===== src/hdl/noc_pkg.sv =====
`default_nettype none
// ----------------------------------------
// Shared definitions for the mesh router
//   Coordinate and payload widths
//   Port index names and port bit vector
//   Packet word with coord and flat views
// ----------------------------------------

package noc_pkg;

  localparam int COORD_W   = 2;           // One mesh coordinate, up to 4 nodes
  localparam int NODE_W    = 2 * COORD_W; // Flat node number, Y above X
  localparam int PAYLOAD_W = 16;
  localparam int N_PORTS   = 5;

  // Port indices, same order on inputs and outputs
  localparam int PORT_CORE  = 0;
  localparam int PORT_NORTH = 1;          // Towards smaller Y
  localparam int PORT_EAST  = 2;          // Towards larger X
  localparam int PORT_SOUTH = 3;          // Towards larger Y
  localparam int PORT_WEST  = 4;          // Towards smaller X

  typedef logic [N_PORTS-1:0] port_vec_t; // One bit per port

  typedef struct packed {
    logic [COORD_W-1:0]   y_dest;
    logic [COORD_W-1:0]   x_dest;
    logic [PAYLOAD_W-1:0] payload;
  } coord_view_t;

  typedef struct packed {
    logic [NODE_W-1:0]    node_dest;      // Same bits as {y_dest, x_dest}
    logic [PAYLOAD_W-1:0] payload;
  } flat_view_t;

  typedef union packed {
    coord_view_t coord;                   // Direction choice
    flat_view_t  flat;                    // Local delivery check
  } packet_t;

endpackage

`default_nettype wire

===== src/hdl/noc_router.sv =====
`timescale 1ns/1ps
`default_nettype none
// ----------------------------------------
// Input buffered mesh router, top level
//   Five input queues
//   Five XY route calculators
//   Round-robin switch
// ----------------------------------------

module noc_router #(
  parameter int X_LOC      = 1,               // This router's column
  parameter int Y_LOC      = 1,               // This router's row
  parameter int X_NODES    = 4,               // Mesh width, 4 at most
  parameter int Y_NODES    = 4,               // Mesh height, 4 at most
  parameter int FIFO_DEPTH = 4                // Input queue entries
) (
  input  wire logic                                      clk,
  input  wire logic                                      reset_n,

  // Upstream side
  // ----------------------------------------
  input  wire noc_pkg::packet_t   [noc_pkg::N_PORTS-1:0] i_data,     // Core, N, E, S, W
  input  wire noc_pkg::port_vec_t                        i_data_val,
  output wire noc_pkg::port_vec_t                        o_en,       // Queue has space

  // Downstream side
  // ----------------------------------------
  output wire noc_pkg::packet_t   [noc_pkg::N_PORTS-1:0] o_data,     // Core, N, E, S, W
  output wire noc_pkg::port_vec_t                        o_data_val,
  input  wire noc_pkg::port_vec_t                        i_en        // Downstream can take one
);

  wire noc_pkg::packet_t   [noc_pkg::N_PORTS-1:0] head_data;  // Queue heads
  wire noc_pkg::port_vec_t                        head_val;   // Queue not empty
  wire noc_pkg::port_vec_t [noc_pkg::N_PORTS-1:0] req;        // Per input, bit per output
  wire noc_pkg::port_vec_t                        pop;        // Switch took the head

  // Input queues
  for (genvar p = 0; p < noc_pkg::N_PORTS; p++) begin : g_fifo
    noc_input_fifo #(
      .FIFO_DEPTH (FIFO_DEPTH)
    ) u_fifo (
      .clk        (clk),
      .reset_n    (reset_n),
      .i_data     (i_data[p]),
      .i_data_val (i_data_val[p]),
      .i_pop      (pop[p]),
      .o_data     (head_data[p]),
      .o_data_val (head_val[p]),
      .o_en       (o_en[p])
    );
  end

  // Route decision on each queue head
  for (genvar p = 0; p < noc_pkg::N_PORTS; p++) begin : g_route
    noc_route_calc #(
      .X_LOC   (X_LOC),
      .Y_LOC   (Y_LOC),
      .X_NODES (X_NODES),
      .Y_NODES (Y_NODES)
    ) u_route (
      .i_data     (head_data[p]),
      .i_data_val (head_val[p]),
      .o_req      (req[p])
    );
  end

  noc_switch u_switch (
    .clk        (clk),
    .reset_n    (reset_n),
    .i_req      (req),
    .i_data     (head_data),
    .i_en       (i_en),
    .o_data     (o_data),
    .o_data_val (o_data_val),
    .o_pop      (pop)
  );

endmodule

`default_nettype wire


===== src/hdl/noc_switch.sv =====
`timescale 1ns/1ps
`default_nettype none
// ----------------------------------------
// Switch for the five router ports
//   Round-robin arbiter per output
//   Packet crossbar and output valids
//   Pop back to each winning input queue
// ----------------------------------------

module noc_switch (
  input  wire logic                                      clk,
  input  wire logic                                      reset_n,
  input  wire noc_pkg::port_vec_t [noc_pkg::N_PORTS-1:0] i_req,  // Per input, bit per output
  input  wire noc_pkg::packet_t   [noc_pkg::N_PORTS-1:0] i_data, // Queue heads
  input  wire noc_pkg::port_vec_t                        i_en,   // Downstream enables
  output noc_pkg::packet_t        [noc_pkg::N_PORTS-1:0] o_data,
  output noc_pkg::port_vec_t                             o_data_val,
  output noc_pkg::port_vec_t                             o_pop
);

  localparam int N     = noc_pkg::N_PORTS;
  localparam int PTR_W = $clog2(noc_pkg::N_PORTS);

  noc_pkg::port_vec_t [N-1:0] out_req;         // Per output, bit per input
  noc_pkg::port_vec_t [N-1:0] grant;           // Per output, bit per input
  logic [N-1:0][PTR_W-1:0]    sel;             // Winning input per output
  logic [N-1:0][PTR_W-1:0]    rr_ptr;          // Highest priority input per output

  // Request transpose
  // ----------------------------------------
  always_comb begin
    for (int q = 0; q < N; q++) begin
      for (int p = 0; p < N; p++) begin
        out_req[q][p] = i_req[p][q];
      end
    end
  end

  // Arbitration
  // ----------------------------------------
  always_comb begin
    int idx;
    grant = '0;
    sel   = '0;
    for (int q = 0; q < N; q++) begin
      // Scan from the far end so the input nearest the pointer wins
      for (int k = N - 1; k >= 0; k--) begin
        idx = int'(rr_ptr[q]) + k;
        if (idx >= N) begin
          idx = idx - N;
        end
        if (out_req[q][idx]) begin
          sel[q] = PTR_W'(idx);
        end
      end
      if (i_en[q] && (out_req[q] != '0)) begin
        grant[q][sel[q]] = 1'b1;               // Nobody wins while blocked
      end
    end
  end

  // Crossbar, valids and pops
  // ----------------------------------------
  always_comb begin
    o_pop = '0;
    for (int q = 0; q < N; q++) begin
      o_data[q]     = i_data[sel[q]];
      o_data_val[q] = |grant[q];
      o_pop         = o_pop | grant[q];        // One request per input, so one grant at most
    end
  end

  // Pointer moves to one past the winner
  always_ff @(posedge clk) begin
    if (!reset_n) begin
      rr_ptr <= '0;
    end else begin
      for (int q = 0; q < N; q++) begin
        if (o_data_val[q]) begin
          rr_ptr[q] <= (sel[q] == PTR_W'(N - 1)) ? '0 : sel[q] + 1'b1;
        end
      end
    end
  end

endmodule

`default_nettype wire


===== src/hdl/noc_route_calc.sv =====
`timescale 1ns/1ps
`default_nettype none
// ----------------------------------------
// XY route decision for one queue head
//   Own node in flat view goes to core
//   Else X first, then Y, one-hot request
// ----------------------------------------

module noc_route_calc #(
  parameter int X_LOC   = 0,                   // This router's column
  parameter int Y_LOC   = 0,                   // This router's row
  parameter int X_NODES = 4,
  parameter int Y_NODES = 4
) (
  input  wire noc_pkg::packet_t i_data,        // Head of the input queue
  input  wire logic             i_data_val,
  output noc_pkg::port_vec_t    o_req          // One-hot output request
);

  localparam int X_LAST_I = X_NODES - 1;
  localparam int Y_LAST_I = Y_NODES - 1;

  localparam logic [noc_pkg::COORD_W-1:0] X_HERE = X_LOC[noc_pkg::COORD_W-1:0];
  localparam logic [noc_pkg::COORD_W-1:0] Y_HERE = Y_LOC[noc_pkg::COORD_W-1:0];
  localparam logic [noc_pkg::COORD_W-1:0] X_LAST = X_LAST_I[noc_pkg::COORD_W-1:0];
  localparam logic [noc_pkg::COORD_W-1:0] Y_LAST = Y_LAST_I[noc_pkg::COORD_W-1:0];
  localparam logic [noc_pkg::NODE_W-1:0]  NODE_HERE = {Y_HERE, X_HERE};

  logic [noc_pkg::COORD_W-1:0] x_dest;         // Folded into the mesh
  logic [noc_pkg::COORD_W-1:0] y_dest;

  always_comb begin
    // Coordinates past the mesh edge fold onto the last row or column
    x_dest = (i_data.coord.x_dest > X_LAST) ? X_LAST : i_data.coord.x_dest;
    y_dest = (i_data.coord.y_dest > Y_LAST) ? Y_LAST : i_data.coord.y_dest;
    o_req  = '0;
    if (i_data_val) begin
      if (i_data.flat.node_dest == NODE_HERE) begin
        o_req[noc_pkg::PORT_CORE] = 1'b1;      // Arrived
      end else if (x_dest > X_HERE) begin
        o_req[noc_pkg::PORT_EAST] = 1'b1;
      end else if (x_dest < X_HERE) begin
        o_req[noc_pkg::PORT_WEST] = 1'b1;
      end else if (y_dest > Y_HERE) begin
        o_req[noc_pkg::PORT_SOUTH] = 1'b1;
      end else if (y_dest < Y_HERE) begin
        o_req[noc_pkg::PORT_NORTH] = 1'b1;
      end else begin
        o_req[noc_pkg::PORT_CORE] = 1'b1;      // Folded destination ends here
      end
    end
  end

endmodule

`default_nettype wire


===== src/hdl/noc_input_fifo.sv =====
`timescale 1ns/1ps
`default_nettype none
// ----------------------------------------
// Input queue for one router port
//   Circular buffer with occupancy count
//   Registered head packet and valid
//   Enable to upstream while not full
// ----------------------------------------

module noc_input_fifo #(
  parameter int FIFO_DEPTH = 4                 // Power of two, 2 or more
) (
  input  wire logic             clk,
  input  wire logic             reset_n,
  input  wire noc_pkg::packet_t i_data,        // From upstream
  input  wire logic             i_data_val,
  input  wire logic             i_pop,         // From switch, head taken this cycle
  output noc_pkg::packet_t      o_data,        // Head packet
  output logic                  o_data_val,    // Queue not empty
  output logic                  o_en           // Space for one more packet
);

  localparam int PTR_W = $clog2(FIFO_DEPTH);
  localparam int CNT_W = PTR_W + 1;            // Holds 0 to FIFO_DEPTH

  noc_pkg::packet_t mem [FIFO_DEPTH];
  logic [PTR_W-1:0] wr_ptr;
  logic [PTR_W-1:0] rd_ptr;
  logic [PTR_W-1:0] rd_next;                   // Head slot after this edge
  logic [CNT_W-1:0] count;
  logic [CNT_W-1:0] count_next;
  logic             push;
  logic             pop;
  logic             head_bypass;               // New packet becomes the head directly

  assign o_en    = (count != CNT_W'(FIFO_DEPTH));
  assign push    = i_data_val & o_en;
  assign pop     = i_pop & o_data_val;         // Ignore pops on an empty queue
  assign rd_next = pop ? rd_ptr + 1'b1 : rd_ptr;

  // Queue is empty once the pop is applied, so the write lands at the head
  assign head_bypass = push & ((count == '0) | (pop & (count == CNT_W'(1))));

  always_comb begin
    count_next = count;
    if (push && !pop) begin
      count_next = count + 1'b1;
    end else if (pop && !push) begin
      count_next = count - 1'b1;
    end
  end

  // Storage and head stage
  always_ff @(posedge clk) begin
    if (push) begin
      mem[wr_ptr] <= i_data;
    end
    o_data <= head_bypass ? i_data : mem[rd_next];
  end

  always_ff @(posedge clk) begin
    if (!reset_n) begin
      wr_ptr     <= '0;
      rd_ptr     <= '0;
      count      <= '0;
      o_data_val <= 1'b0;
    end else begin
      if (push) begin
        wr_ptr <= wr_ptr + 1'b1;               // Wraps at FIFO_DEPTH
      end
      rd_ptr     <= rd_next;
      count      <= count_next;
      o_data_val <= (count_next != '0);
    end
  end

endmodule

`default_nettype wire


===== config.mk =====
export PLATFORM = sky130hd
export DESIGN_NAME = noc_router
export DESIGN_NICKNAME = d
export VERILOG_FILES = /design/src/hdl/noc_pkg.sv /design/src/hdl/noc_router.sv /design/src/hdl/noc_switch.sv /design/src/hdl/noc_route_calc.sv /design/src/hdl/noc_input_fifo.sv
export SDC_FILE = /design/constraint.sdc
export NUM_CORES = 1
export LEC_CHECK = 0
export ABC_CLOCK_PERIOD_IN_PS = 11000
export BUFFER_PORTS_ARGS = -buffer_cell sky130_fd_sc_hd__buf_2
export CAP_MARGIN = 15
export CORE_AREA = 2 2 186 370
export DETAILED_ROUTE_END_ITERATION = 8
export DIE_AREA = 0 0 188 372
export HOLD_SLACK_MARGIN = 0.02
export PLACE_DENSITY_LB_ADDON = 0.15
export RECOVER_POWER = 25
export SLEW_MARGIN = 20
export SYNTH_ARGS = -nofsm -noshare
export SYNTH_HDL_FRONTEND = slang
export SYNTH_SLANG_ARGS = --single-unit

===== constraint.sdc =====
create_clock -name clk -period 11 [get_ports clk]
set_input_delay 1.1 -clock clk [delete_from_list [all_inputs] [get_ports clk]]
set_output_delay 1.1 -clock clk [all_outputs]
set_load 0.02 [all_outputs]

# --- Word level (Yosys, flattened, before mapping) ---
# Memory sizes are Yosys's and may differ from the RTL's.
# Index checks and enable logic that the tools add are counted.
op_classes:
  n_addsub: 70
  n_lt_le_gt_ge: 90
  n_eq_ne: 20
  mux: 260
  bitwise: 29
  n_reduce_logical: 50
op_table:
  columns: ["op", "n"]
  rows:
  - ["$lt 32x5->1 const B", 25]
  - ["$mux 32", 25]
  - ["$ge 32x4->1 const B", 20]
  - ["$sub 32x4->32 const B", 20]
  - ["$bmux 20 s3", 5]
  - ["$mux 20", 10]
  - ["$mux 3", 40]
  - ["$mux 1", 100]
  - ["$bmux 1 s3", 25]
  - ["$mux 2", 35]
  - ["$mux 5", 10]
  - ["$add 3x2->4 const B", 10]
  - ["$add 3x1->3 const B", 10]
  - ["$reduce_bool 5->1", 5]
  - ["$reduce_or 5->1", 5]
  - ["$add 2x1->2 const B", 10]
  - ["$add 3x1->4 const B", 5]
  - ["$add 3x3->4 const B", 5]
  - ["$and 1x1->1", 20]
  - ["$eq 4x3->1 const B", 5]
  - ["$gt 2x1->1 const B", 10]
  - ["$gt 2x2->1 const B", 10]
  - ["$logic_and 1x1->1", 20]
  - ["$lt 2x1->1 const B", 10]
  - ["15 further kinds", 79]
totals:
  regBits: 155
  ram_bits: 400
  in_bits: 112
  out_inout_bits: 110
  word_cells: 554
  memories: 5
mem_list:
  columns: ["name", "depth", "width", "read_ports", "rd_clocked_by_memory_dff", "write_ports", "line", "text"]
  rows:
  - ["g_fifo[0].u_fifo.mem", 4, 20, 1, 0, 1, "noc_input_fifo.sv:26", "noc_pkg::packet_t mem [FIFO_DEPTH];"]
  - ["g_fifo[1].u_fifo.mem", 4, 20, 1, 0, 1, "noc_input_fifo.sv:26", null]
  - ["g_fifo[2].u_fifo.mem", 4, 20, 1, 0, 1, "noc_input_fifo.sv:26", null]
  - ["g_fifo[3].u_fifo.mem", 4, 20, 1, 0, 1, "noc_input_fifo.sv:26", null]
  - ["g_fifo[4].u_fifo.mem", 4, 20, 1, 0, 1, "noc_input_fifo.sv:26", null]

# --- Logic depth before layout (Yosys ltp) ---
# Gate-level depths: netlist of the first run.
logic_depth:
  depth_word: 31
  depth_mapped: 22
  ltp_nobuf: 18

# --- Modules after synthesis ---
# Synthesis of the first run repeated with hierarchy kept, for this count alone.
hier_totals:
  hier_cells: 2859
  hier_area_um2: 31512.7
modules_own_cells:
  columns: ["mod", "instances", "cells_per_inst", "area_each_um2", "seq_area_each_um2"]
  rows:
  - ["noc_input_fifo", 5, 296, 4252.8, 2962.8]
  - ["noc_switch", 1, 1349, 9910.8, 300.3]
  - ["noc_route_calc", 5, 6, 67.6, 0.0]

# --- Worst setup path after synthesis of the first run ---
# No wires, ideal clock.
synth_timing:
  path_type: "reg-to-output"
  startpoint: "reg u_switch.rr_ptr[6] (netlist name)"
  endpoint: "out o_data[49] (netlist name)"
  arrival_ns: 4.195
  required_time_ns: 9.900
  setup_slack_ns: 5.705
  path_stages_with_launch: 18
  path_buffers: 3
  path_cell_list: "dfxtp_1 > buf_2 > clkinv_1 > ha_1 > ha_1 > o22a_1 > or4_1 > and2_1 > o31ai_1 > a31oi_1 > nor3_1 > clkbuf_1 > clkinv_1 > clkbuf_1 > mux2i_1 > nand2_1 > o21ai_0 > o21ai_0"
synth_rtl:
  columns: ["item", "line", "text"]
  rows:
  - ["start: declaration", "noc_switch.sv:27", "logic [N-1:0][PTR_W-1:0] rr_ptr;"]
  - ["start signal: indexed assignment", "noc_switch.sv:80", "rr_ptr[q] <= (sel[q] == PTR_W'(N - 1)) ? '0 : sel[q] + 1'b1;"]
  - ["end: declaration", "noc_router.sv:28", "output wire noc_pkg::packet_t [noc_pkg::N_PORTS-1:0] o_data,"]

==> results, run 1 <==
- A synthesized cell averages 10.2 µm².
- The length of routed met2 wiring is 49.9 mm.
- The cell type with the largest total area after synthesis is edfxtp_1.
- The total of warnings raised by yosys is 0.
- Among all flip-flop cells after synthesis, the most frequent one is edfxtp_1.
- The hold slack is around 0.50 ns.
- The top-level port count is about 220.
- The final-report hold violation count came to 0.
- The area share of the largest cell type after synthesis is 36.2%.
- The setup slack of the critical path after layout is 3.21 ns.
- The clock-pin slew on the worst setup and hold paths is 0.07 ns.
- The post-CTS resize count is 0.
- Counting the buffers created by CTS gives 51.
- Port buffering added 221 buffers.
- The starting utilization of the core area is between 40% and 50%.
- The vias after detailed routing is between 20000 and 30000.
- In the post-synthesis netlist, the cell with the most instances is edfxtp_1.
- OpenSTA, run right after detailed placement, puts the worst setup slack at roughly 4.1 ns.
- The achievable clock frequency is 128 MHz.
- The highest metal layer with signal wires is met5.
- Counting every net in the synthesized netlist gives 3473.
- The clock reaches the later pin of the worst-skew pair after 0.61 ns.
- Buffers added to address setup during post-CTS repair amount to 0.
- The count of flip-flops with a built-in enable after synthesis is 400.
- For this block, wires on met1 add up to 43.0 mm.
- The area of the placeable core is 67400 µm².
- The initial antenna violation count is 10.
- The number of pins exceeding their max-slew limit in the final report is 0.
- For this block, the routed nets add up to 107 mm of wire.
- The fraction of final layout cells sized beyond drive strength 1 is 13.3%.
- The critical path's slowest cell is clkinv_1.
- After legalization and detailed placement, the total HPWL measured around 73 mm.
- The total met3 wirelength after detailed routing is 9.11 mm.
- The worst setup path is captured at a primary output.
- For this run, design rule violations remaining after detail routing come to 0.
- The minimum clock period is 7.79 ns.
- The highest fanout seen on the critical path is 39.
- TritonCTS built the clock tree.
- The clock drives 555 sinks.
- By instance count, the cell type seen most on the critical path is ha_1.
- The die is 372 µm tall.
- The flow ran to the end, and the final reports show no timing, DRC or antenna violations.
- The final number of setup-violating endpoints is 0.
- The total of hold buffers inserted after clock tree synthesis is 0.
- Routability-driven placement finished with a final weighted congestion of 0.951.
- Between clock sinks in the finished design, the worst skew comes to 0.0233 ns.
- The floorplan step set the die width to 188 µm.
- Global routing consumed, over all layers together, 29.7% of the routing resources.
- The count of standard-cell rows is 135.
- The post-synthesis instance area is 33200 µm².
- The worst min-delay path class is reg2reg.
- The first routing iteration left 2763 violations.
- The H-tree was split into 2 levels.
- At the pin with the least slew margin, the transition time is 1.16 ns.
- Data on the critical path arrives at its endpoint at 6.69 ns.
- The period utilization is 70.8%.
- Once detail routing completed, the nets flagged for antenna violations numbered 0.
- The post-route setup TNS is 0 ns.
- The share of async-settable or async-resettable flops after synthesis is 0%.
- The count of max-cap constraint violations is 0.
- The startpoint-to-endpoint class of the critical path is reg2out.
- The per-cell routed wire length is 24.9 µm.
- The number of instances in the synthesized netlist is 3258.
- After synthesis, the cell types taking the most area are edfxtp_1, dfxtp_1, mux2i_1, ha_1, nand2_1.
- The vias per cell is 6.44.
- The count of different cell masters after synthesis is about 100.
- The pre-antenna-repair detailed-routing pass consisted of 9 iterations.
- The startpoint kind of the worst setup timing path is a flop.
- The number of global-route vias before repair is 26187.
- The master cell of the clock root buffer is clkbuf_16.
- The count of nets after finishing is 3566.
- In this design, the stage delay of the slowest critical-path cell is 0.97 ns.
- Once layout is complete, the utilization of the core stands at between 50% and 60%.
- For the worst setup path, the data required time is 9.90 ns.
- The portion of the post-synthesis area used by sequential elements is 45.5%.
- For this run the aggregate overflow at the end of global routing stands at 0.
- The maximum clock path buffer count is 3.
- Compared with the post-synthesis result, the final layout area differs by 10.3%.
- Counting instances in the post-synthesis netlist gives the leading cell types as edfxtp_1, nand2_1, mux2i_1, nor2_1, clkbuf_1.
- Setup repair after global routing left no endpoint under its margin.
- The maximum number of pins on one net before global-route repair is 82.
- The die covers roughly 70000 µm².
- The global-route wire length before repair is around 160 mm.
- Measured against its own limit, the worst slew margin works out to 21.8%.
- The post-synthesis sequential element count is roughly 560.
- Traced cell by cell, the critical path runs through inv_1, ha_1, ha_1, a21boi_2, nor3_1, or4_1, o21bai_1, mux2i_1, o31a_1, or2_2, clkinv_1, nand3_1, a31oi_1, buf_2.
## cells by family after synthesis
group / synth area share (%)
and+or+nand+nor: 15.8
AOI/OAI and AO/OA: 18.5
DFF: 45.5
muxes: 10.9
buffers and inverters: 4.13
adders and majority gates: 4.03
xor gates and xnor gates: 1.06
## placed cells by master, fill, tap and decap left out, drive strengths merged, types with 11 or more instances in the layout
| cell type | count |
|---|---|
| nor2b | 16 |
| a31oi | 70 |
| o211ai | 21 |
| nor4 | 59 |
| nor2 | 192 |
| a22o | 59 |
| mux2i | 251 |
| buf | 216 |
| o221ai | 50 |
| mux4 | 20 |
| or4 | 31 |
| nor3b | 19 |
| nand2 | 325 |
| o21ai | 154 |
| a21oi | 130 |
| clkbuf | 132 |
| and2 | 31 |
| o2111a | 22 |
| ha | 98 |
| and3 | 33 |
| clkinv | 23 |
| inv | 82 |
| o22ai | 12 |
| or3 | 21 |
| a221oi | 69 |
| xnor2 | 32 |
| nand3 | 95 |
| a22oi | 29 |
| edfxtp | 400 |
| nand2b | 76 |
| or2 | 11 |
| dfxtp | 155 |
| a21o | 34 |
| a211oi | 99 |
| mux2 | 59 |
| nor3 | 82 |
## worst paths after layout
kind	start	endpoint	slack [ns]	depth (start not counted)
worst max register to register	u_switch.rr_ptr[0]	g_fifo[1].u_fifo.o_data[1]	3.92	18
worst min register to register	g_fifo[1].u_fifo.wr_ptr[1]	g_fifo[1].u_fifo.wr_ptr[1]	0.50	2
worst max-delay path	u_switch.rr_ptr[13]	o_data[82]	3.21	14
worst min-delay path	g_fifo[1].u_fifo.wr_ptr[1]	g_fifo[1].u_fifo.wr_ptr[1]	0.50	2
## registers in the layout (all words and copies together) (netlist names)
register	flops
g_fifo.u_fifo.count	15
g_fifo.u_fifo.o_data	100
g_fifo.u_fifo.rd_ptr	10
u_switch.rr_ptr	15
g_fifo.u_fifo.o_data_val	5
g_fifo.u_fifo.wr_ptr	10
g_fifo.u_fifo.mem	400
## stage by stage
| stage | instances | area [µm²] |
|---|---|---|
| 2_1_floorplan | 3258 | 33200 |
| 3_3_place_gp | 4187 | 34900 |
| 3_5_place_dp | 4187 | 34900 |
| 4_1_cts | 4282 | 36700 |
| 5_1_grt | 4283 | 36600 |
| 6_report | 4287 | 36600 |
## critical path: cells and delay by family (launching register included)
kind / cells / cell delay (ns)
and+or+nand+nor: 4 / 1.77
AOI/OAI and AO/OA: 4 / 1.16
buffers and inverters: 3 / 1.57
DFF: 1 / 0.58
adders and majority gates: 2 / 0.74
muxes: 1 / 0.23
## metal layers
layer	vias up	GRT usage, %
met5	-	0
met4	14	12.5
met3	242	5.91
met2	1261	49.1
met1	13435	38.1
li1	12675	-
## area by class of cell
type	instances	area, µm²
flip-flops and latches	555	15100
repair buffers	287	1520
fillers	5856	30800
diodes	4	10.0
clock inverters	34	368
inverters	79	297
well taps	890	1110
clock buffers	61	1360
multi-input cells	2377	16800
Power of run 1 is not shown: default switching activity piles up to over one toggle a cycle in this logic, so the estimate is an artifact.
==> run 2: changes to the inputs <==
Settings changed: ABC_AREA from default to 1, ABC_CLOCK_PERIOD_IN_PS 11000 to 7150, CORE_AREA 2 2 186 370 to 2 2 182 362, DIE_AREA 0 0 188 372 to 0 0 184 364.
Clock period 11 ns to 7.15 ns, I/O delays scaled along.
==> run 2 against run 1 <==
Flip-flop and latch count unchanged. Utilization decreased by 0.18 points. Wire length fell by 8.4%. Critical endpoint is now o_data[42]. Largest cell class is now flip-flops and latches.
==> results, run 2 <==
- By count the netlist is led by nand2_1, inv_1, nand3_1, edfxtp_1, o21ai_0.
- The count of max-cap constraint violations came to 0 (unchanged).
- The post-CTS resize count is 0 (unchanged).
- The latest clock arrival within the worst-skew pair is 0.61 ns (about the same).
- The detailed-router iteration count before antenna repair was 5 (-4).
- The maximum number of pins on one net before global-route repair came to 71 (-13%).
- The per-cell routed wire length is 19.7 µm (-21%).
- Setup repair after global routing left no endpoint under its margin.
- The register with the most flip-flops in the final layout is g_fifo.u_fifo.mem.
- The startpoint-to-endpoint class of the critical path is reg2out.
- The DRC violation count after routing is 0 (unchanged).
- The CTS sink count is 555 (unchanged).
- The die width is 184 µm (-2.1%).
- The area used by multi-input combinational logic is 13800 µm² (-18%).
- The sum of overflow across all layers after global routing is 0 (unchanged).
- The tightest slew margin relative to the limit was 26.0% (+4.2 points).
- The count of different cell masters after synthesis is 61 (-41%).
- The number of global-route vias before repair is 25628 (-2.1%).
- The count of standard-cell rows is 132 (-2.2%).
- The initial antenna violation count was 11 (+1).
- The cell type with the largest total area after synthesis is edfxtp_1.
- The number of nets produced by synthesis was 4187 (+21%).
- The highest fanout seen on the critical path is 22 (-44%).
- The starting utilization of the core area is 49.2% (about the same).
- The data arrival time of the critical path is 5.58 ns (-1.11 ns).
- The count of routing violations after the opening detailed-route iteration is 2535 (-8.3%).
- In the layout the commonest cells are nand2_1, inv_1, nand3_1.
- The slew at the pin closest to its max-slew limit is 1.11 ns (-0.0528 ns).
- The clock-pin slew on the worst setup and hold paths came to 0.07 ns (about the same).
- The layout filler cell count is 6062 (+3.5%).
- Yosys instantiated no cell more often than nand2_1.
- The startpoint kind of the worst setup timing path is a flop.
- The total die area was 67000 µm² (-4.2%).
- The top-level port count is 222 (unchanged).
- The count of flip-flops with a built-in enable after synthesis is 400 (unchanged).
- In this run the clock root is driven by a clkbuf_16.
- The post-detailed-placement half-perimeter wirelength is 68.7 mm (-5.2%).
- The count of nets after finishing was 4324 (+21%).
- The vias per cell came to 5.47 (-15%).
- The global-route wire length before repair is 149 mm (-6.8%).
- In the final layout, the registers with the most flip-flops are g_fifo.u_fifo.mem x400, g_fifo.u_fifo.o_data x100.
- The area share of the largest cell type after synthesis is 37.9% (+1.7 points).
- The height of the die is 364 µm (-2.2%).
- The portion of the post-synthesis area used by sequential elements is 47.7% (+2.1 points).
- The combined global-route utilization of all metal layers came to 29.1% (-0.66 points).
- The flip-flop and latch area is 15100 µm² (about the same).
- The area of the placeable core was 64400 µm² (-4.4%).
- TritonCTS built the clock tree.
- The maximum clock path buffer count was 3 (unchanged).
- The leading cell type in the layout, fill and taps excluded is nand2_1.
- Of the available clock period, the critical path in the final layout requires 88.1%.
- The smallest clock period supported by the final layout is computed as 6.30 ns.
- The post-synthesis sequential element count is 555 (unchanged).
- The flip-flop count of the largest register after layout came to 400 (unchanged).
- The share of async-settable or async-resettable flops after synthesis is 0% (unchanged).
- The worst clock skew on the final layout is 0.0297 ns (+0.00634 ns).
- In the post-synthesis netlist, the biggest area contributors are edfxtp_1, nand2_1, dfxtp_1, nand3_1, inv_1.
- The most used flip-flop cell after synthesis is edfxtp_1.
- The total of warnings raised by yosys is 0 (unchanged).
- The clock buffer count from CTS was 51 (unchanged).
- Relative to the synthesized area, the layout overhead comes to 10.0%.
- The average instance area after synthesis is 7.98 µm² (-22%).
- The post-synthesis instance area was 31700 µm² (-4.5%).
- The final wirelength was 97.9 mm (-8.4%).
- The post-CTS setup buffer count is 0 (unchanged).
- The kind of end point of the critical path is a primary output.
- The critical path required time is 6.43 ns (-3.47 ns).
- The number of routed nets with antenna violations is 0 (unchanged).
- The count of input and output buffers is 221 (unchanged).
- The post-route setup TNS is 0 ns (unchanged).
- The min-delay analysis places its worst path in the category in2reg.
- The final number of setup-violating endpoints is 0 (unchanged).
- The total of hold buffers inserted after clock tree synthesis is 0 (unchanged).
- The run finished with clean final reports.
- The number of pins exceeding their max-slew limit in the final report is 0 (unchanged).
- The level count of the clock H-tree is 2 (unchanged).
- The routability congestion estimate is 0.986 (+3.7%).
- The final-report hold violation count is 0 (unchanged).
- The number of instances in the synthesized netlist was 3972 (+22%).
- Static timing analysis puts the maximum clock frequency at 159 MHz.
- The fraction of final layout cells sized beyond drive strength 1 is 9.83% (-3.4 points).
- The vias after detailed routing is 27152 (-1.7%).
[run 2: final cells by class]
type / count / area share [%]
Timing Repair Buffer: 263 / 3.86
Clock buffer: 65 / 3.96
Multi-Input combinational cell: 2736 / 39.4
Inverter: 502 / 5.42
Tap cell: 804 / 2.88
Antenna cell: 5 / 0.0359
Clock inverter: 31 / 1.07
Sequential cell: 555 / 43.3
[run 2: through the flow]
stage	util [%]	cell area, µm²	setup WS [ns]	hold slack (ns)	instances
finish	54.1	34900	0.851	0.358	4961
global route	54.1	34900	0.466	0.347	4958
CTS	54.3	34900	1.02	0.305	4956
detailed placement	51.5	33200	1.50	0.535	4860
global placement	51.5	33200	1.60	0.512	4860
floorplan	-	31700	3.27	0.490	3972
[run 2: worst max-delay path, stage by stage (launching register included)]
cell and delay, ns:
dfxtp_1 0.72, inv_2 0.20, ha_1 0.31, ha_1 0.32, nand2_1 0.12, nand2_1 0.14
o21ai_0 0.29, nand3_1 0.11, nand2_1 0.09, nand2_1 0.10, nand3_1 0.08, nand3_1 0.07
nand3_1 0.09, nand2_1 0.52, inv_1 0.85, o21ai_0 0.20, a21oi_1 0.15, o21ai_0 0.09
o21ai_0 0.23, buf_2 0.27
[run 2: per-layer routing]
metal,GRT usage (%),up-vias,part of all wire (%)
met5,0,-,0.051
met4,11.1,8,3.8
met1,38.1,12610,41
li1,-,13328,-
met2,48.2,1024,47
met3,4.79,182,7.7
[run 2: kinds of logic (layout without fill, tap and decap cells)]
kind of cell               Yosys count  count (layout)  share of synthesized area [%]
and+or+nand+nor                   2079            2079                           29.0
AOI/OAI and AO/OA                  534             534                           9.46
DFF                                555             555                           47.7
xor gates and xnor gates            20              20                          0.647
adders and majority gates          103             103                           4.18
buffers and inverters              681             861                           9.01
other                                0               5                              0
[run 2: worst paths after layout]
| check | start | to | slack (ns) | cells after the start |
|---|---|---|---|---|
| max | u_switch.rr_ptr[6] | o_data[42] | 0.85 | 19 |
| max reg2reg | u_switch.rr_ptr[0] | g_fifo[3].u_fifo.o_data[17] | 1.48 | 31 |
| min | i_data[51] | g_fifo[2].u_fifo.mem[1][11] | 0.36 | 1 |
| min reg2reg | g_fifo[0].u_fifo.wr_ptr[1] | g_fifo[0].u_fifo.wr_ptr[1] | 0.54 | 2 |
Power of run 2 is left out for the same reason.
